## config.mk

```make
export PLATFORM = sky130hd
export DESIGN_NAME = calib_hist_top
export DESIGN_NICKNAME = d
export VERILOG_FILES = /design/src/rtl/calib_const_pkg.sv /design/src/rtl/calib_ctrl_pkg.sv /design/src/rtl/hist_meas_if.sv /design/src/rtl/calib_avg_track.sv /design/src/rtl/calib_hist_measure.sv /design/src/rtl/calib_hist_top.sv /design/src/rtl/calib_trim_update.sv
export SDC_FILE = /design/constraint.sdc
export NUM_CORES = 1
export LEC_CHECK = 0
export ABC_CLOCK_PERIOD_IN_PS = 8600
export BUFFER_PORTS_ARGS = -buffer_cell sky130_fd_sc_hd__buf_2
export CORE_MARGIN = 1.5
export CORE_UTILIZATION = 49
export DETAILED_ROUTE_END_ITERATION = 10
export PLACE_DENSITY = 0.66
export SYNTH_ARGS = -nofsm -noshare
export SYNTH_HDL_FRONTEND = slang
export SYNTH_SLANG_ARGS = --single-unit
```

## constraint.sdc

```tcl
create_clock -name clk -period 8.6 [get_ports clk]
set_clock_uncertainty 0.2 [all_clocks]
set_input_delay 0.43 -clock clk [delete_from_list [all_inputs] [get_ports clk]]
set_output_delay 0.43 -clock clk [all_outputs]
set_load 0.02 [all_outputs]
```

## src/rtl/calib_const_pkg.sv

```systemverilog
// widths, width-typed vectors and default window and lock settings for the calibration loop
package calib_const_pkg;

    // adc sample width
    localparam int ADC_W = 8;

    // bin half-width and dead-zone exponent field
    localparam int RANGE_W = 4;

    // bin counters are 2^RANGE_W bits wide
    localparam int CNT_W = 2 ** RANGE_W;

    // trim code width, two's complement
    localparam int TRIM_W = 6;

    typedef logic signed [ADC_W-1:0]  adc_code_t;
    typedef logic        [RANGE_W-1:0] range_t;
    typedef logic        [CNT_W-1:0]   hist_cnt_t;
    typedef logic signed [TRIM_W-1:0]  trim_code_t;

    // saturation limits of the trim integrator
    localparam trim_code_t TRIM_MAX = trim_code_t'((2 ** (TRIM_W - 1)) - 1);
    localparam trim_code_t TRIM_MIN = trim_code_t'(-(2 ** (TRIM_W - 1)));

    // 2^6 = 64 samples per window
    localparam int NWIN_DEF = 6;

    // balanced windows in a row before lock
    localparam int NLOCK_DEF = 4;

endpackage

```

## src/rtl/calib_ctrl_pkg.sv

```systemverilog
// comparison-result type with its values and the calibration state enum
package calib_ctrl_pkg;

    // signed result of the center versus side comparison
    typedef logic signed [1:0] hist_cmp_t;

    // center too large, trim goes down
    localparam hist_cmp_t CMP_DEC  = -2'sd1;
    // balanced within the dead zone
    localparam hist_cmp_t CMP_HOLD = 2'sd0;
    // center too small or empty window, trim goes up
    localparam hist_cmp_t CMP_INC  = 2'sd1;

    // loop state
    typedef enum logic [1:0] {
        st_idle   = 2'd0,
        st_track  = 2'd1,
        st_locked = 2'd2
    } calib_state_t;

endpackage

```

## src/rtl/hist_meas_if.sv

```systemverilog
// interface with the per-window histogram result and its source and sink modports
interface hist_meas_if import calib_const_pkg::*, calib_ctrl_pkg::*; ();

    // held totals of the last finished window
    hist_cnt_t hist_center;
    hist_cnt_t hist_side;
    hist_cmp_t hist_comp;

    // one-cycle strobe for a new result
    logic      meas_done;

    modport source (
        output hist_center,
        output hist_side,
        output hist_comp,
        output meas_done
    );

    modport sink (
        input  hist_center,
        input  hist_side,
        input  hist_comp,
        input  meas_done
    );

endinterface

```

## src/rtl/calib_avg_track.sv

```systemverilog
// window sequencer and block averager producing the reference average and update pulse
module calib_avg_track import calib_const_pkg::*; #(
    parameter int NWIN = NWIN_DEF
) (
    input  logic      clk,
    input  logic      rstb,
    input  logic      en,
    input  adc_code_t din,
    output adc_code_t din_avg,
    output logic      update
);

    // sum of 2^NWIN codes needs NWIN extra bits
    localparam int ACC_W = ADC_W + NWIN;

    logic [NWIN-1:0]         smp_cnt;
    logic signed [ACC_W-1:0] acc;
    logic signed [ACC_W-1:0] acc_next;

    // running sum including the current sample
    assign acc_next = acc + din;

    // last sample of the window
    assign update = en && (smp_cnt == '1);

    always_ff @(posedge clk or negedge rstb) begin
        if (!rstb) begin
            smp_cnt <= '0;
            acc     <= '0;
            din_avg <= '0;
        end else if (!en) begin
            // restart the window, keep the last average
            smp_cnt <= '0;
            acc     <= '0;
        end else begin
            // counter wraps to zero after the last sample
            smp_cnt <= smp_cnt + 1'b1;
            if (update) begin
                acc     <= '0;
                // arithmetic shift keeps the sign of the mean
                din_avg <= adc_code_t'(acc_next >>> NWIN);
            end else begin
                acc <= acc_next;
            end
        end
    end

endmodule

```

## src/rtl/calib_hist_measure.sv

```systemverilog
// three-bin histogram counters, window snapshot and dead-zone comparison
module calib_hist_measure import calib_const_pkg::*, calib_ctrl_pkg::*; (
    input  logic         clk,
    input  logic         rstb,
    input  adc_code_t    din,
    input  adc_code_t    din_avg,
    input  logic         update,
    input  range_t       nbin,
    input  range_t       dz,
    hist_meas_if.source  meas
);

    // two guard bits so the thresholds never wrap
    localparam int EXT_W = ADC_W + 2;

    logic signed [EXT_W-1:0] din_x;
    logic signed [EXT_W-1:0] avg_x;
    logic signed [EXT_W-1:0] bin_near;
    logic signed [EXT_W-1:0] bin_far;
    logic signed [EXT_W-1:0] th_l1;
    logic signed [EXT_W-1:0] th_l2;
    logic signed [EXT_W-1:0] th_r1;
    logic signed [EXT_W-1:0] th_r2;

    logic hit_center;
    logic hit_left;
    logic hit_right;

    hist_cnt_t cnt_center;
    hist_cnt_t cnt_left;
    hist_cnt_t cnt_right;

    logic [CNT_W:0]          side_sum;
    hist_cnt_t               side_tot;
    logic signed [CNT_W+1:0] diff;
    logic signed [CNT_W+1:0] dz_hi;
    logic signed [CNT_W+1:0] dz_lo;
    hist_cmp_t               comp_next;

    assign din_x = EXT_W'(din);
    assign avg_x = EXT_W'(din_avg);

    // nbin+1 and 3*nbin+3
    assign bin_near = EXT_W'(nbin) + EXT_W'(1);
    assign bin_far  = (bin_near <<< 1) + bin_near;

    assign th_l1 = avg_x - bin_near;
    assign th_r1 = avg_x + bin_near;
    assign th_l2 = avg_x - bin_far;
    assign th_r2 = avg_x + bin_far;

    // bin membership around the previous window's average
    assign hit_center = (din_x > th_l1) && (din_x < th_r1);
    assign hit_left   = (din_x > th_l2) && (din_x <= th_l1);
    assign hit_right  = (din_x >= th_r1) && (din_x < th_r2);

    // update cycle clears, its sample is dropped
    always_ff @(posedge clk or negedge rstb) begin
        if (!rstb) begin
            cnt_center <= '0;
            cnt_left   <= '0;
            cnt_right  <= '0;
        end else if (update) begin
            cnt_center <= '0;
            cnt_left   <= '0;
            cnt_right  <= '0;
        end else begin
            cnt_center <= cnt_center + hist_cnt_t'(hit_center);
            cnt_left   <= cnt_left + hist_cnt_t'(hit_left);
            cnt_right  <= cnt_right + hist_cnt_t'(hit_right);
        end
    end

    // mean of the two side bins
    assign side_sum = {1'b0, cnt_left} + {1'b0, cnt_right};
    assign side_tot = hist_cnt_t'(side_sum >> 1);

    assign diff  = $signed({2'b00, cnt_center}) - $signed({2'b00, side_tot});
    assign dz_hi = (CNT_W+2)'(1) << dz;
    assign dz_lo = -dz_hi;

    // empty window pushes trim up like a small center
    always_comb begin
        if (cnt_center == '0 && side_tot == '0) begin
            comp_next = CMP_INC;
        end else if (diff > dz_hi) begin
            comp_next = CMP_DEC;
        end else if (diff < dz_lo) begin
            comp_next = CMP_INC;
        end else begin
            comp_next = CMP_HOLD;
        end
    end

    // snapshot at the end of the window
    always_ff @(posedge clk or negedge rstb) begin
        if (!rstb) begin
            meas.meas_done   <= 1'b0;
            meas.hist_center <= '0;
            meas.hist_side   <= '0;
            meas.hist_comp   <= CMP_HOLD;
        end else begin
            meas.meas_done <= update;
            if (update) begin
                meas.hist_center <= cnt_center;
                meas.hist_side   <= side_tot;
                meas.hist_comp   <= comp_next;
            end
        end
    end

endmodule

```

## src/rtl/calib_hist_top.sv

```systemverilog
// top level of the calibration loop: averager, histogram measure and trim update
module calib_hist_top import calib_const_pkg::*, calib_ctrl_pkg::*; #(
    parameter int NWIN  = NWIN_DEF,
    parameter int NLOCK = NLOCK_DEF
) (
    input  logic       clk,
    input  logic       rstb,
    input  logic       en,
    input  adc_code_t  din,
    input  range_t     nbin,
    input  range_t     dz,
    output hist_cnt_t  hist_center,
    output hist_cnt_t  hist_side,
    output hist_cmp_t  hist_comp,
    output logic       meas_done,
    output trim_code_t trim,
    output logic       locked
);

    // reference level and window strobe from the averager
    adc_code_t din_avg;
    logic      update;

    hist_meas_if meas_bus ();

    calib_avg_track #(
        .NWIN    (NWIN)
    ) u_avg_track (
        .clk     (clk),
        .rstb    (rstb),
        .en      (en),
        .din     (din),
        .din_avg (din_avg),
        .update  (update)
    );

    calib_hist_measure u_hist_measure (
        .clk     (clk),
        .rstb    (rstb),
        .din     (din),
        .din_avg (din_avg),
        .update  (update),
        .nbin    (nbin),
        .dz      (dz),
        .meas    (meas_bus.source)
    );

    calib_trim_update #(
        .NLOCK   (NLOCK)
    ) u_trim_update (
        .clk     (clk),
        .rstb    (rstb),
        .en      (en),
        .meas    (meas_bus.sink),
        .trim    (trim),
        .locked  (locked)
    );

    // measurement result also visible at the pins
    assign hist_center = meas_bus.hist_center;
    assign hist_side   = meas_bus.hist_side;
    assign hist_comp   = meas_bus.hist_comp;
    assign meas_done   = meas_bus.meas_done;

endmodule

```

## src/rtl/calib_trim_update.sv

```systemverilog
// calibration state machine with saturating trim integrator and lock detection
module calib_trim_update import calib_const_pkg::*, calib_ctrl_pkg::*; #(
    parameter int NLOCK = NLOCK_DEF
) (
    input  logic       clk,
    input  logic       rstb,
    input  logic       en,
    hist_meas_if.sink  meas,
    output trim_code_t trim,
    output logic       locked
);

    // run counter must hold NLOCK
    localparam int RUN_W = $clog2(NLOCK + 1);

    calib_state_t state;
    calib_state_t state_next;

    logic [RUN_W-1:0]        run_cnt;
    logic [RUN_W-1:0]        run_next;
    logic signed [TRIM_W:0]  trim_sum;
    trim_code_t              trim_next;

    // one guard bit for the saturation check
    assign trim_sum = trim + meas.hist_comp;

    always_comb begin
        if (trim_sum > TRIM_MAX) begin
            trim_next = TRIM_MAX;
        end else if (trim_sum < TRIM_MIN) begin
            trim_next = TRIM_MIN;
        end else begin
            trim_next = trim_code_t'(trim_sum);
        end
    end

    always_comb begin
        state_next = state;
        run_next   = run_cnt;
        case (state)
            st_idle: begin
                if (en) begin
                    state_next = st_track;
                    run_next   = '0;
                end
            end
            st_track, st_locked: begin
                if (!en) begin
                    state_next = st_idle;
                    run_next   = '0;
                end else if (meas.meas_done) begin
                    if (meas.hist_comp != CMP_HOLD) begin
                        // any skewed window breaks the run
                        state_next = st_track;
                        run_next   = '0;
                    end else if (state == st_track) begin
                        if (run_cnt == RUN_W'(NLOCK - 1)) begin
                            state_next = st_locked;
                        end
                        run_next = run_cnt + 1'b1;
                    end
                end
            end
            default: state_next = st_idle;
        endcase
    end

    always_ff @(posedge clk or negedge rstb) begin
        if (!rstb) begin
            state   <= st_idle;
            run_cnt <= '0;
            trim    <= '0;
        end else begin
            state   <= state_next;
            run_cnt <= run_next;
            // frozen while idle
            if (state != st_idle && meas.meas_done) begin
                trim <= trim_next;
            end
        end
    end

    assign locked = (state == st_locked);

endmodule

```

# Word-level counts from Yosys, hierarchy flattened
# Index checks and enable logic that the tools add are counted.
# Widths: inputs -> output; s select.
# classes
addsub	16
magnitude_cmp	10
eq_ne	8
n_shift	1
n_mux	24
n_reduce_logical	16
# ops
op	n
$add 16x1->16	3
$mux 16	3
$logic_not 16->1	2
$mux 14	2
$gt 8x10->1	2
$lt 8x10->1	2
$gt 18x18->1	1
$lt 18x18->1	1
$mux 6	3
$neg 18->18	1
$shl 1x4->18 const A	1
$add 16x16->17	1
$sub 16x16->17	1
$mux 2	8
$mux 3	5
$add 14x8->14	1
$add 10x10->10	1
$add 8x10->10	1
$ge 8x10->1	1
$le 8x10->1	1
$sub 8x10->10	1
$add 8x6->9	1
$sub 8x6->9	1
$ne 4x2->1 const B	2
21 further kinds	29
# totals
register_bits	122
in_bits	19
out_inout_bits	42

# Depth between registers and ports, before layout
# Gate-level depths: netlist (run 1).
# logic_depth
depth_word	7
mapped_depth	28
ltp_nobuf	27

# Hierarchy
# A second synthesis (run 1) with hierarchy kept.
# hier_totals
cells_unflattened	1197
hier_area_um2	10645.2
# by_module_without_submodules
mod	instances	cells_per_inst	area_per_inst_um2
calib_hist_measure	1	945	8181.6
calib_avg_track	1	159	1567.8
calib_trim_update	1	93	895.9

# Worst setup path after synthesis (run 1)
# Ideal clock, no wire load.
# synth_timing
path_type	register to register
start	register u_hist_measure.cnt_left[0]
end	register u_hist_measure.meas.hist_comp[0]
arrival_time_ps	4783
setup_slack_ps	3491
path_stages_with_launch	25
path_buffers	0
path_cell_list	dfrtp_1 -> and2_1 -> fa_1 -> a21o_2 -> a21o_1 -> a311oi_1 -> xor2_1 -> ha_1 -> nor2_1 -> nor2_1 -> o41a_1 -> a41o_1 -> o211a_1 -> o21ai_0 -> nand2_1 -> and3_1 -> ha_1 -> nand4_1 -> nor4_1 -> nand2_1 -> o211ai_1 -> o311a_1 -> o21ai_0 -> a31o_2 -> o32a_1
# synth_via
elab_chain_len	6
elab_cells_between_ends	9
classes_between	2 x add/sub; 2 x order compare; 3 x mux; 2 x reduce/logical
# synth_rtl
item	line	source
from (decl)	calib_hist_measure.sv:30	hist_cnt_t cnt_left;
from (signal assigned)	calib_hist_measure.sv:69	cnt_left <= cnt_left + hist_cnt_t'(hit_left);
$add 16x16->17 (*)	calib_hist_measure.sv:75	assign side_sum = {1'b0, cnt_left} + {1'b0, cnt_right};
$sub 16x16->17	calib_hist_measure.sv:78	assign diff = $signed({2'b00, cnt_center}) - $signed({2'b00, side_tot});
$lt 18x18->1	calib_hist_measure.sv:88	end else if (diff < dz_lo) begin
$mux 1	calib_hist_measure.sv:88	
$mux 2	calib_hist_measure.sv:86	end else if (diff > dz_hi) begin
$mux 2 (*)	calib_hist_measure.sv:84	if (cnt_center == '0 && side_tot == '0) begin
to (signal assigned)	calib_hist_measure.sv:107	meas.hist_comp <= comp_next;
to (decl)	hist_meas_if.sv:15	output hist_comp,
# Every way passes the cells marked *; elsewhere a longest branch is shown, timed or not.
# A chain may end at the register's enable or synchronous reset.

# Final worst setup path (run 1)
# Same ends and word-level chain as after synthesis.

==> results of run 1 <==
[state kept, by name, summed over array words and instances, names as in the netlist]
| register | count |
|---|---|
| u_hist_measure.cnt_center | 16 |
| u_trim_update.trim | 6 |
| u_trim_update.run_cnt | 3 |
| u_avg_track.acc | 14 |
| u_hist_measure.cnt_right | 16 |
| u_avg_track.smp_cnt | 6 |
| u_hist_measure.meas.hist_side | 16 |
| u_trim_update.state | 2 |
| u_hist_measure.meas.meas_done | 1 |
| u_hist_measure.meas.hist_comp | 2 |
| u_hist_measure.cnt_left | 16 |
| u_hist_measure.meas.hist_center | 16 |
| u_avg_track.din_avg | 8 |
[worst paths after layout]
check                      slack, ns                                  from                                            end  cells past startpoint
min in group asynchronous       0.39                                  rstb             u_avg_track.din_avg[0]$_DFFE_PN0P_                      2
max reg2reg                     3.01  u_hist_measure.cnt_left[0]$_DFF_PN0_   u_hist_measure.meas.hist_comp[0]$_DFFE_PN0P_                     24
max in group asynchronous       6.43                                  rstb  u_hist_measure.meas.hist_side[10]$_DFFE_PN0P_                      3
max                             3.01  u_hist_measure.cnt_left[0]$_DFF_PN0_   u_hist_measure.meas.hist_comp[0]$_DFFE_PN0P_                     24
min                             0.18                                din[0]                   u_avg_track.acc[0]$_DFF_PN0_                      3
min reg2reg                     0.26      u_avg_track.smp_cnt[0]$_DFF_PN0_               u_avg_track.smp_cnt[0]$_DFF_PN0_                      1
[cells by family (layout without fill, tap and decap cells)]
kind of cell    Yosys count  after routing  share of synthesized area
compound gates          230            230                      0.147
fa+ha+maj               172            172                      0.216
flops                   122            122                      0.299
simple gates            457            457                      0.207
xor+xnor                114            114                     0.0978
mux                       3              3                    0.00319
buf+inv                  80            145                     0.0294
other cells               1              2                   0.000367
[critical path, cell delays in order (launching register included)]
cell and delay [ns]:
sky130_fd_sc_hd__dfrtp_1 0.43, sky130_fd_sc_hd__and2_1 0.19, sky130_fd_sc_hd__fa_1 0.42, sky130_fd_sc_hd__a211oi_1 0.24, sky130_fd_sc_hd__o21ai_1 0.15, sky130_fd_sc_hd__a31oi_1 0.28
sky130_fd_sc_hd__o21bai_1 0.09, sky130_fd_sc_hd__a21oi_1 0.17, sky130_fd_sc_hd__xor2_1 0.31, sky130_fd_sc_hd__ha_1 0.35, sky130_fd_sc_hd__a21o_1 0.21, sky130_fd_sc_hd__nor3_1 0.20
sky130_fd_sc_hd__a21oi_1 0.12, sky130_fd_sc_hd__and2_1 0.20, sky130_fd_sc_hd__o21ai_0 0.14, sky130_fd_sc_hd__a21oi_1 0.12, sky130_fd_sc_hd__ha_1 0.31, sky130_fd_sc_hd__nand4_1 0.13
sky130_fd_sc_hd__nor4_1 0.29, sky130_fd_sc_hd__nand2_1 0.09, sky130_fd_sc_hd__o211ai_1 0.11, sky130_fd_sc_hd__o311a_1 0.17, sky130_fd_sc_hd__o21ai_0 0.07, sky130_fd_sc_hd__a31o_2 0.23
sky130_fd_sc_hd__o32a_1 0.27
[through the flow]
stage | instance area [um2] | setup WS (ns) | hold slack, ns
after floorplan | 10200 | 3.49 | -0.0656
after global placement | 10800 | 3.13 | 0.252
after detailed placement | 10800 | 2.88 | 0.257
after CTS | 11400 | 3.04 | 0.164
after global routing | 11400 | 2.42 | 0.187
final | 11400 | 3.01 | 0.182
[synth_stat cells, types with 8 or more instances]
cell,instances
sky130_fd_sc_hd__a211oi_1,9
sky130_fd_sc_hd__a21o_1,22
sky130_fd_sc_hd__a21oi_1,50
sky130_fd_sc_hd__a31oi_1,8
sky130_fd_sc_hd__and2_1,15
sky130_fd_sc_hd__and3_1,18
sky130_fd_sc_hd__clkbuf_1,27
sky130_fd_sc_hd__dfrtp_1,122
sky130_fd_sc_hd__fa_1,8
sky130_fd_sc_hd__ha_1,163
sky130_fd_sc_hd__inv_1,49
sky130_fd_sc_hd__nand2_1,152
sky130_fd_sc_hd__nand2b_1,11
sky130_fd_sc_hd__nand3_1,33
sky130_fd_sc_hd__nand4_1,21
sky130_fd_sc_hd__nor2_1,127
sky130_fd_sc_hd__nor2b_1,30
sky130_fd_sc_hd__nor3_1,23
sky130_fd_sc_hd__o21a_1,23
sky130_fd_sc_hd__o21ai_0,58
sky130_fd_sc_hd__o21bai_1,13
sky130_fd_sc_hd__o31ai_1,9
sky130_fd_sc_hd__or3_1,8
sky130_fd_sc_hd__xnor2_1,57
sky130_fd_sc_hd__xor2_1,57
[layer usage]
layer,GRT usage,part of all wire,vias up
met3,0.0450,0.040,12
met5,0,0,-
li1,-,-,4228
met1,0.314,0.50,3894
met2,0.357,0.46,133
met4,0.0490,0.0063,0
[area by class of cell]
type,instances,area [um2],area share
clock inverters,6,109,0.00955
repair buffers,64,335,0.0294
clock buffers,25,515,0.0452
inverters,50,188,0.0165
well taps,270,338,0.0296
multi-input cells,978,6860,0.602
flip-flops and latches,122,3050,0.268
[report_power, final]
group / leakage (uW) / internal (uW) / total (uW) / switching [uW]
combinational: 0.00388 / 656 / 1540 / 882
sequential: 0.00164 / 638 / 708 / 69.9
clock: 0.000309 / 500 / 754 / 253
==> impl.org, run 1 <==
** Run status
- Run status :: finished, final reports clean

** Synth
- Yosys top cell by area :: sky130_fd_sc_hd__dfrtp_1
- Share of flip-flops with an asynchronous set or reset after synthesis :: 1.00
- Of the post-synthesis cell area, the dominant cell type holds 0.299.
- Among all flip-flop cells after synthesis, the most frequent one is sky130_fd_sc_hd__dfrtp_1.
- During synthesis, Yosys emitted a total of 0 warnings.
- Instance count of the mapped netlist :: about 1200
- Count of state elements after synthesis :: between 100 and 150
- In this run, synthesis inferred 0 flip-flops with an integrated enable.
- Of the synthesized area, sequential elements account for 0.299.
- In the post-synthesis netlist, the biggest area contributors are sky130_fd_sc_hd__dfrtp_1 30%, sky130_fd_sc_hd__ha_1 20%, sky130_fd_sc_hd__nand2_1 5.6%, sky130_fd_sc_hd__xnor2_1 4.9%, sky130_fd_sc_hd__xor2_1 4.9%.
- Summing every instance area after synthesis gives 0.0102 mm2.
- Mean Syn Cell Area :: around 8.7 um2
- Number of unique standard cell types used by synthesis :: 65

** CTS
- Clock tree from TritonCTS :: yes
- Latest clock arrival within the worst-skew pair :: about 0.42 ns
- Clock buffer depth :: 2
- The number of clock buffers added by TritonCTS is 17.
- Total of cells resized after clock tree synthesis :: 0
- Clk Tree Root Cell :: sky130_fd_sc_hd__clkbuf_16
- Once the clock tree was built, the setup fixing pass inserted 0 buffers.
- CTS H-Tree Depth :: 4
- Clock sink total :: about 120
- Clock-pin slew was measured on the worst setup and hold paths at approximately 0.06 ns.
- Buffers inserted to repair hold after CTS numbered 1.

** Drt
- Using the TritonRoute via totals, the vias-per-cell ratio works out to approximately 5.5.
- In this run, the number of DRC markers left after iteration 0 of detailed routing was 455.
- Summing over every cut layer, the via total after detailed routing is between 8000 and 9000.
- Detail-routed net length per standard cell :: 15.2 um
- Once detail routing completed, the nets flagged for antenna violations numbered 0.
- After detailed routing, the number of remaining DRC violations is 0.
- For this block, the routed nets add up to about 23 mm of wire.
- The first detailed-routing pass ran for 5 iterations.

** GRT
- The via count of the first global-routing pass is between 7000 and 8000.
- The number of antenna violations at the first check in global routing was 0.
- First-pass GRT wire length :: 39.0 mm
- For this run, the total global-route usage over all layers was measured as 0.224.
- Global routing finished with a remaining overflow of 0.
- Entering global routing, the biggest net connects 69 pins.

** Power and ir drop
- In this run the static leakage power is 0.00583 uW.
- Overall power consumption after layout is estimated at between 2000 and 3000 uW.
- For this design the ratio of total power to cell area is 263 mW/mm2.
- Across the VDD grid, the largest voltage drop is about 170 uV.

** Worst setup path
- Data on the critical path is required at its endpoint by about 8.7 ns.
- The critical path is of the reg -> reg type.
- The worst setup path is launched from a register.
- STA classifies the critical path endpoint as a register.
- Along the worst path, the maximum fanout reaches 5.
- Data arrival time at the worst-slack endpoint :: around 5.7 ns

** Layout
- Ant. Diodes :: 0
- Most frequent standard cell in the layout excluding fill and tap cells :: sky130_fd_sc_hd__ha_1
- Final Core Density :: 0.560
- Area delta synth->final :: 11.6%
- The top cell types in the final layout, fill and taps aside, are 163 x sky130_fd_sc_hd__ha_1, 152 x sky130_fd_sc_hd__nand2_1, 127 x sky130_fd_sc_hd__nor2_1, 122 x sky130_fd_sc_hd__dfrtp_1, 59 x sky130_fd_sc_hd__buf_2.
- The layout has 1866 filler cells.
- Filler-free cell count of the finished design :: 1515
- Post-layout net count :: about 1400
- Fraction of final layout cells with drive strength greater than 1 :: 0.0876

** STA
- Total count of max-transition violations in the final report :: 0
- In the finished design, the share of the clock period the worst path needs comes to 0.650.
- For the pin with the worst max-slew slack, the measured transition is between 0.8 and 0.9 ns.
- The final hold violation count came to 0.
- Highest attainable clock frequency :: between 0.15 and 0.2 GHz
- Setup violations remaining at the end of the flow were counted as 0.
- Unrepaired setup endpoints after global routing :: no
- Remaining max-slew budget at the tightest pin :: 0.420
- In the final timing run, aggregate negative setup slack is 0 ns.
- The smallest clock period supported by the final layout is computed as roughly 5.6 ns.

** Die
- Starting utilization of the core area :: 0.501
- The die is around 150 um wide.
- The die covers roughly 0.022 mm2.
- Core Footprint :: ~0.02 mm2
- 61 I/O pins were placed.
- The initialized floorplan defines 52 standard-cell rows.
- The floorplan step set the die height to ~150 um.

** Place
- The congestion estimate from routability-driven global placement came to 0.878.
- The HPWL after detailed placement is around 17 mm.
- Total instance count after detailed placement :: roughly 1500
- IO Port Bufs :: 60

** Hold path
- The worst hold path belongs to the class in -> reg.

** Job
- Max cap viols :: 0
Power figures use the tool's default switching activity.
==> inputs of run 2 (changes only) <==
--- a/config.mk
+++ b/config.mk
@@ -5,12 +5,12 @@
 export SDC_FILE = /design/constraint.sdc
 export NUM_CORES = 1
 export LEC_CHECK = 0
-export ABC_CLOCK_PERIOD_IN_PS = 8600
+export ABC_CLOCK_PERIOD_IN_PS = 5000
 export BUFFER_PORTS_ARGS = -buffer_cell sky130_fd_sc_hd__buf_2
 export CORE_MARGIN = 1.5
 export CORE_UTILIZATION = 49
 export DETAILED_ROUTE_END_ITERATION = 10
-export PLACE_DENSITY = 0.66
+export PLACE_DENSITY = 0.69
 export SYNTH_ARGS = -nofsm -noshare
 export SYNTH_HDL_FRONTEND = slang
 export SYNTH_SLANG_ARGS = --single-unit
==> constraint.sdc (replaced) <==
create_clock -name clk -period 5 [get_ports clk]
set_clock_uncertainty 0.2 [all_clocks]
set_input_delay 0.25 -clock clk [delete_from_list [all_inputs] [get_ports clk]]
set_output_delay 0.25 -clock clk [all_outputs]
set_load 0.02 [all_outputs]
==> impl.org, run 2 (synthesized netlist as in run 1, its figures left out) <==
** Run status
- Run status :: complete, but fails checks (was finished, final reports clean)
- Violations in the final reports :: negative setup slack

** Die
- Die area :: 0.0217 mm2 (unchanged)
- The width of the chip came to 147 um (unchanged).
- Core Footprint :: 0.0204 mm2 (unchanged)
- Number of top-level pins :: 61 (unchanged)
- The initial core utilization came to 0.501 (unchanged).
- The height of the die is 147 um (unchanged).
- The row count was 52 (unchanged).

** Place
- Placement Cell Area :: 0.0114 mm2 (was 0.0108 mm2)
- The number of buffer cells added on primary ports was 60 (unchanged).
- The minimum setup slack after placement is -0.305 ns (was 2.88 ns).
- The HPWL after detailed placement came to 18.4 mm (was 17.4 mm).
- The final RePlAce weighted congestion came to 0.879 (was 0.878).

** GRT
- Global router's overall resource usage :: 0.230 (was 0.224)
- The first-pass GRT wire length is 40.6 mm (was 39.0 mm).
- The pin count of the biggest net entering global routing is 65 (was 69).
- Global route total overflow :: 0 (unchanged)
- The via count of the first global-routing pass came to 8481 (was 7901).
- The number of antenna violations at the first check in global routing was 0 (unchanged).

** Drt
- Via count :: 8688 (was 8267)
- The routed via count divided by cell count was 5.39 (was 5.46).
- First-pass detailed-route iteration total :: 7 (was 5)
- The wire length after detailed routing is 24.5 mm (was 23.1 mm).
- Detail-routed net length per standard cell :: 15.2 um (about the same)
- Antenna-violating nets left :: 0 (unchanged)
- The DRC violations left came to 0 (unchanged).
- The count of routing violations after the opening detailed-route iteration is 384 (was 455).

** STA
- The portion of the clock cycle consumed by the worst path in the final layout came to 1.02 (was 0.650).
- Setup ws final :: -0.0786 ns (was 3.01 ns)
- Hold Vio Cnt, Final :: 0 (unchanged)
- Total count of max-transition violations in the final report :: 0 (unchanged)
- Worst Hold Margin :: 0.0302 ns (was 0.182 ns)
- The upper clock frequency limit is 0.197 GHz (was 0.179 GHz).
- The normalized max-slew margin was 0.453 (was 0.420).
- The clock period minus worst slack came to 5.08 ns (was 5.59 ns).
- Total setup violations reported at the end of the flow :: 1 (was 0)
- The transition at the pin with the smallest max-transition slack came to 0.821 ns (was 0.870 ns).
- Unrepaired setup endpoints after global routing :: yes (was no)

** Layout
- Post-layout net count :: 1520 (was 1423)
- The number of filler cells placed in the layout is 1788 (was 1866).
- The area added between synthesis and finish is 21.7% (was 11.6%).
- Most frequent standard cell in the layout excluding fill and tap cells :: sky130_fd_sc_hd__ha_1 (unchanged)
- Ant. Diodes :: 0 (unchanged)
- Final design instance area without fill :: 0.0124 mm2 (was 0.0114 mm2)
- The ratio of cells with drive above 1 in the final layout is 0.196 (was 0.0876).
- Highest-count cells in the layout ignoring fill and taps :: 153 x sky130_fd_sc_hd__ha_1, 149 x sky130_fd_sc_hd__nand2_1, 123 x sky130_fd_sc_hd__nor2_1, 121 x sky130_fd_sc_hd__dfrtp_1, 98 x sky130_fd_sc_hd__buf_4 (was 163 x sky130_fd_sc_hd__ha_1, 152 x sky130_fd_sc_hd__nand2_1, 127 x sky130_fd_sc_hd__nor2_1, 122 x sky130_fd_sc_hd__dfrtp_1, 59 x sky130_fd_sc_hd__buf_2)

** Power and ir drop
- The power per cell area is 463 mW/mm2 (was 263 mW/mm2).
- The internal power summed over all cells was 3460 uW (was 1790 uW).
- Largest vdd supply drop :: 356 uV (was 165 uV)
- The power spent charging and discharging nets came to 2300 uW (was 1210 uW).
- Static power due to leakage :: 0.00632 uW (was 0.00583 uW)
- The sequential share of power was 0.207 (was 0.236).
- Proportion of total power due to net switching :: 0.399 (was 0.402)
- The power share of the clock group was 0.207 (was 0.251).
- The final total power came to 5760 uW (was 3000 uW).
- The combinational cell fraction of total power is 0.585 (was 0.513).

** Worst setup path
- The required time at the worst-slack endpoint came to 5.10 ns (was 8.70 ns).
- Critical Path End Type :: register (unchanged)
- Worst setup path startpoint :: u_hist_measure.cnt_left[1]$_DFF_PN0_ (was u_hist_measure.cnt_left[0]$_DFF_PN0_)
- The startpoint class of the critical path was a register (unchanged).
- The arrival time of the worst setup path came to 5.18 ns (was 5.68 ns).
- Worst-path fanout max :: 3 (was 5)
- Critical path class :: reg -> reg (unchanged)
- Start of the worst register-to-register path :: u_hist_measure.cnt_left[1]$_DFF_PN0_ (was u_hist_measure.cnt_left[0]$_DFF_PN0_)

** CTS
- TritonCTS Buffers :: 17 (unchanged)
- Latest clock arrival within the worst-skew pair :: 0.42 ns (about the same)
- The maximum count of clock buffers along a single path was 2 (unchanged).
- The CTS sink count is 122 (unchanged).
- The number of levels in the clock H-tree is 4 (unchanged).
- The clock slew seen by the registers of the worst setup and hold paths was 0.06 ns (about the same).
- The clock root buffer master was sky130_fd_sc_hd__clkbuf_16 (unchanged).
- The TritonCTS clock tree was yes (unchanged).

** Hold path
- The launch point of the worst hold path is din[0] (unchanged).
- Type of the tightest min-delay check :: in -> reg (unchanged)

** Job
- Max cap viols :: 0 (unchanged)
==> run 2: cell count changes in the layout (fill, tap and decap cells not counted), sizes merged <==
cell / change
inv: +1
bufinv: -1
buf: +96
clkinvlp: +4
clkbuf: -6
clkinv: +2
dlygate4sd3: +1
==> run 2: area by class of cell <==
class | count | area, um2 | share of cell area
Clock buffer | 19 | 443 | 0.0356
Clock inverter | 12 | 124 | 0.00996
Sequential cell | 122 | 3050 | 0.246
Inverter | 50 | 188 | 0.0151
Multi-Input combinational cell | 978 | 7210 | 0.580
Tap cell | 270 | 338 | 0.0272
Timing Repair Buffer | 161 | 1070 | 0.0863
==> run 2: power by group through the flow <==
stage / Sequential (uW) / Combinational (uW) / Clock [uW]
after global placement: 1200 / 3010 / 0
after global routing: 1210 / 3780 / 1250
after detailed placement: 1210 / 3070 / 0
final: 1190 / 3370 / 1190
after floorplan: 1200 / 1980 / 0
after CTS: 1190 / 3230 / 1210
==> run 2: worst paths after layout <==
| kind | slack [ns] | cells past startpoint | endpoint |
|---|---|---|---|
| max reg2reg | -0.08 | 24 | u_hist_measure.meas.hist_comp[0]$_DFFE_PN0P_ |
| max in group asynchronous | 3.69 | 3 | u_hist_measure.meas.hist_side[11]$_DFFE_PN0P_ |
| min in group asynchronous | 0.33 | 3 | u_avg_track.acc[1]$_DFF_PN0_ |
| min | 0.03 | 3 | u_avg_track.acc[0]$_DFF_PN0_ |
| min reg2reg | 0.27 | 1 | u_avg_track.smp_cnt[0]$_DFF_PN0_ |
| max | -0.08 | 24 | u_hist_measure.meas.hist_comp[0]$_DFFE_PN0P_ |
==> run 2: layer usage <==
layer / global-route usage / routed length [um]
met5: 0 / 0
met4: 0.0450 / 216
met3: 0.0320 / 734
met2: 0.388 / 11600
met1: 0.314 / 11900
==> run 2: through the flow <==
stage / utilization / setup TNS (ns) / instances
global route: 0.611 / -0.639 / 1612
detailed placement: 0.559 / -2.04 / 1564
CTS: 0.596 / -0.0943 / 1604
floorplan: - / 0 / 1180
finish: 0.611 / -0.0786 / 1612
global placement: 0.559 / -0.277 / 1564
==> run 2: worst max-delay path, stage by stage (launching register included) <==
cell,delay (ns)
sky130_fd_sc_hd__dfrtp_1,0.41
sky130_fd_sc_hd__buf_6,0.13
sky130_fd_sc_hd__fa_2,0.38
sky130_fd_sc_hd__a211oi_2,0.23
sky130_fd_sc_hd__o21ai_2,0.11
sky130_fd_sc_hd__a31oi_2,0.19
sky130_fd_sc_hd__o21bai_1,0.09
sky130_fd_sc_hd__a21oi_1,0.20
sky130_fd_sc_hd__xor2_1,0.25
sky130_fd_sc_hd__ha_1,0.29
sky130_fd_sc_hd__a21o_1,0.21
sky130_fd_sc_hd__nor3_2,0.22
sky130_fd_sc_hd__a21oi_2,0.10
sky130_fd_sc_hd__and2_4,0.16
sky130_fd_sc_hd__o21ai_2,0.13
sky130_fd_sc_hd__a21oi_2,0.07
sky130_fd_sc_hd__ha_1,0.29
sky130_fd_sc_hd__nand4_1,0.11
sky130_fd_sc_hd__buf_4,0.16
sky130_fd_sc_hd__buf_6,0.10
sky130_fd_sc_hd__o211ai_1,0.18
sky130_fd_sc_hd__o311a_1,0.18
sky130_fd_sc_hd__o21ai_1,0.07
sky130_fd_sc_hd__a31o_2,0.20
sky130_fd_sc_hd__o32a_1,0.28
==> run 2: repair_timing <==
item	CTS	global route
hold buffers	2	0
gates cloned	0	0
endpoints found under the hold margin	125	0
pin swaps	27	48
gates resized for setup	23	52
buffers inserted	7	9
endpoints found under the setup margin	2	21
==> inputs of run 3 (changes only) <==
--- a/config.mk
+++ b/config.mk
@@ -11,6 +11,7 @@
 export CORE_UTILIZATION = 49
 export DETAILED_ROUTE_END_ITERATION = 10
 export PLACE_DENSITY = 0.69
+export SKIP_LAST_GASP = 1
 export SYNTH_ARGS = -nofsm -noshare
 export SYNTH_HDL_FRONTEND = slang
 export SYNTH_SLANG_ARGS = --single-unit
==> impl.org, run 3 (synthesized netlist as in run 1, its figures left out) <==
** Drt
- The count of routing violations after the opening detailed-route iteration was 405 (was 384).
- The count of antenna-violating nets left after detailed routing came to 0 (unchanged).
- Post-Route WL :: 24.5 mm (about the same)
- Post-detailed-route via-to-cell ratio :: 5.40 (was 5.39)
- DR DRC count :: 0 (unchanged)
- The detailed-routing iteration count for the pre-antenna-repair pass is 6 (was 7).
- Detail-routed net length per standard cell :: 15.2 um (about the same)
- Via count :: 8698 (was 8688)

** GRT
- The global routing usage on met1 came to 0.314 (unchanged).
- Antenna violations before repair :: 0 (unchanged)
- The sum of overflow across all layers after global routing is 0 (unchanged).
- Global Route met3 Usage :: 0.0320 (unchanged)
- First-pass GRT wire length :: 40.6 mm (unchanged)
- The total routing resource utilization after global routing is 0.230 (unchanged).
- The global routing usage on met2 was 0.388 (unchanged).
- The via count of the first global-routing pass is 8481 (unchanged).
- Most used routing layer in global routing :: met2 (unchanged)
- The pin count of the biggest net entering global routing is 65 (unchanged).

** Power and ir drop
- Proportion of power drawn by the clock network :: 0.208 (was 0.207)
- The final total power is 5750 uW (was 5760 uW).
- Comb power frac :: 0.585 (about the same)
- Largest vdd supply drop :: 355 uV (was 356 uV)
- Net switching power figure :: 2290 uW (was 2300 uW)
- The internal power summed over all cells is 3460 uW (about the same).
- The share of total power consumed by net switching came to 0.398 (was 0.399).
- Static power due to leakage :: 0.00631 uW (was 0.00632 uW)
- Relative contribution of sequential cells to total power :: 0.207 (about the same)
- The power per cell area was 463 mW/mm2 (about the same).

** Place
- Detailed placement HPWL :: 18.4 mm (unchanged)
- Pre-CTS worst setup slack :: -0.305 ns (unchanged)
- The final RePlAce weighted congestion is 0.879 (unchanged).
- Total instance count after detailed placement :: 1564 (unchanged)
- IO Port Bufs :: 60 (unchanged)

** CTS
- The clock slew seen by the registers of the worst setup and hold paths is 0.06 ns (about the same).
- Clock tree from TritonCTS :: yes (unchanged)
- CTS H-Tree Depth :: 4 (unchanged)
- Clock buffer depth :: 2 (unchanged)
- The clock insertion delay at the later pin of the skew report is 0.42 ns (about the same).
- The clock root buffer master is sky130_fd_sc_hd__clkbuf_16 (unchanged).
- The CTS sink count was 122 (unchanged).
- TritonCTS Buffers :: 17 (unchanged)

** Die
- Core Footprint :: 0.0204 mm2 (unchanged)
- Starting utilization of the core area :: 0.501 (unchanged)
- Total number of placement rows :: 52 (unchanged)
- The die area is 0.0217 mm2 (unchanged).
- Die width :: 147 um (unchanged)
- The height of the die came to 147 um (unchanged).
- Number of top-level pins :: 61 (unchanged)

** STA
- Setup ws final :: -0.108 ns (was -0.0786 ns)
- Fin crit share :: 1.02 (about the same)
- Highest attainable clock frequency :: 0.196 GHz (was 0.197 GHz)
- Unrepaired setup endpoints after global routing :: yes (unchanged)
- The final count of pins violating max slew was 0 (unchanged).
- Worst slew pin tran :: 0.821 ns (about the same)
- Remaining max-slew budget at the tightest pin :: 0.453 (about the same)
- The final hold violation count came to 0 (unchanged).
- The clock period minus worst slack came to 5.11 ns (was 5.08 ns).
- The total setup violations reported at the end of the flow came to 1 (unchanged).
- The hold slack was 0.0293 ns (was 0.0302 ns).

** Worst setup path
- Critical path class :: reg -> reg (unchanged)
- The arrival time of the worst setup path came to 5.21 ns (was 5.18 ns).
- Start of the worst register-to-register path :: u_hist_measure.cnt_left[1]$_DFF_PN0_ (unchanged)
- Critical Path End Type :: register (unchanged)
- Worst Path Required :: 5.10 ns (about the same)
- Depth of the most critical reg-to-reg path :: 24 (unchanged)
- The maximum net fanout on the critical path came to 3 (unchanged).
- The endpoint of the worst-slack reg-to-reg timing path is u_hist_measure.meas.hist_comp[0]$_DFFE_PN0P_ (unchanged).
- The startpoint class of the critical path was a register (unchanged).
- Register-to-register setup slack :: -0.11 ns (was -0.08 ns)

** Layout
- The final cell count without fillers came to 1612 (unchanged).
- The final net count is 1520 (unchanged).
- The area added between synthesis and finish was 21.7% (about the same).
- Highest-count cells in the layout ignoring fill and taps: 153 x sky130_fd_sc_hd__ha_1, 149 x sky130_fd_sc_hd__nand2_1, 123 x sky130_fd_sc_hd__nor2_1, 121 x sky130_fd_sc_hd__dfrtp_1, 99 x sky130_fd_sc_hd__buf_4 (was 153 x sky130_fd_sc_hd__ha_1, 149 x sky130_fd_sc_hd__nand2_1, 123 x sky130_fd_sc_hd__nor2_1, 121 x sky130_fd_sc_hd__dfrtp_1, 98 x sky130_fd_sc_hd__buf_4).
- The most common cell after layout, fill and taps aside is sky130_fd_sc_hd__ha_1 (unchanged).
- The number of antenna cells inserted came to 0 (unchanged).
- The ratio of cells with drive above 1 in the final layout was 0.196 (unchanged).

** Job
- The max-cap check violation count came to 0 (unchanged).

** Run status
- Run status: complete, but fails checks (unchanged).
- Violations in the final reports :: negative setup slack (unchanged)

** Hold path
- Type of the tightest min-delay check :: in -> reg (unchanged)
- Capture endpoint of the worst hold path :: u_avg_track.acc[0]$_DFF_PN0_ (unchanged)
- Hold path startpoint :: din[0] (unchanged)
- Instance count along the most critical hold path :: 3 (unchanged)
## run 3: cell type report
class | instances | area [um2]
Fill cell | 1788 | 7940
Multi-Input combinational cell | 978 | 7210
Sequential cell | 122 | 3050
Timing Repair Buffer | 161 | 1070
Clock buffer | 19 | 443
Tap cell | 270 | 338
Inverter | 50 | 188
Clock inverter | 12 | 124
## run 3: per-layer routing
layer / wire length (um) / share of wire / up-vias
met3: 813 / 0.033 / 21
met5: 0 / 0 / -
li1: - / - / 4424
met1: 11800 / 0.48 / 4113
met4: 229 / 0.0093 / 0
met2: 11600 / 0.47 / 140
## run 3: worst max-delay path by stage
stage	startpoint	to	slack (ns)
floorplan	u_hist_measure.cnt_left[0]$_DFF_PN0_	u_hist_measure.meas.hist_comp[0]$_DFFE_PN0P_	0.07
global placement	nbin[0]	u_hist_measure.cnt_right[15]$_DFF_PN0_	-0.11
finish	u_hist_measure.cnt_left[1]$_DFF_PN0_	u_hist_measure.meas.hist_comp[0]$_DFFE_PN0P_	-0.11
CTS	u_hist_measure.cnt_left[1]$_DFF_PN0_	u_hist_measure.meas.hist_comp[0]$_DFFE_PN0P_	-0.09
global route	u_hist_measure.cnt_left[1]$_DFF_PN0_	u_hist_measure.meas.hist_comp[0]$_DFFE_PN0P_	-0.44
detailed placement	nbin[0]	u_hist_measure.cnt_right[15]$_DFF_PN0_	-0.31
## run 3: critical path, cell delays in order (launching register included)
cell and delay [ns]:
sky130_fd_sc_hd__dfrtp_1 0.41, sky130_fd_sc_hd__buf_6 0.13, sky130_fd_sc_hd__fa_2 0.38, sky130_fd_sc_hd__a211oi_2 0.23
sky130_fd_sc_hd__o21ai_2 0.11, sky130_fd_sc_hd__a31oi_2 0.19, sky130_fd_sc_hd__o21bai_1 0.09, sky130_fd_sc_hd__a21oi_1 0.21
sky130_fd_sc_hd__xor2_1 0.25, sky130_fd_sc_hd__ha_1 0.29, sky130_fd_sc_hd__a21o_1 0.21, sky130_fd_sc_hd__nor3_2 0.22
sky130_fd_sc_hd__a21oi_2 0.10, sky130_fd_sc_hd__and2_4 0.15, sky130_fd_sc_hd__o21ai_2 0.14, sky130_fd_sc_hd__a21oi_2 0.08
sky130_fd_sc_hd__ha_1 0.29, sky130_fd_sc_hd__nand4_1 0.11, sky130_fd_sc_hd__buf_4 0.16, sky130_fd_sc_hd__buf_4 0.12
sky130_fd_sc_hd__o211ai_1 0.18, sky130_fd_sc_hd__o311a_1 0.18, sky130_fd_sc_hd__o21ai_1 0.07, sky130_fd_sc_hd__a31o_2 0.20
sky130_fd_sc_hd__o32a_1 0.28
## run 3: power by group through the flow
stage	combinational (uW)	clock [uW]	sequential, uW
floorplan	1980	0	1200
finish	3360	1200	1190
CTS	3230	1210	1190
detailed placement	3070	0	1210
global placement	3010	0	1200
global route	3780	1250	1210
## run 3: what timing repair did
action / CTS / global route
endpoints found under the hold margin: 125 / 0
setup endpoints to repair: 2 / 21
gates resized for setup: 23 / 51
buffers inserted: 7 / 9
pin swaps: 27 / 48
hold buffers: 2 / 0
## run 3: stage by stage
step | cell area, um2 | setup TNS, ns | util
detailed placement | 11400 | -2.04 | 0.559
CTS | 12100 | -0.0943 | 0.596
global placement | 11400 | -0.277 | 0.559
finish | 12400 | -0.108 | 0.610
global route | 12400 | -0.659 | 0.610
floorplan | 10200 | 0 | -
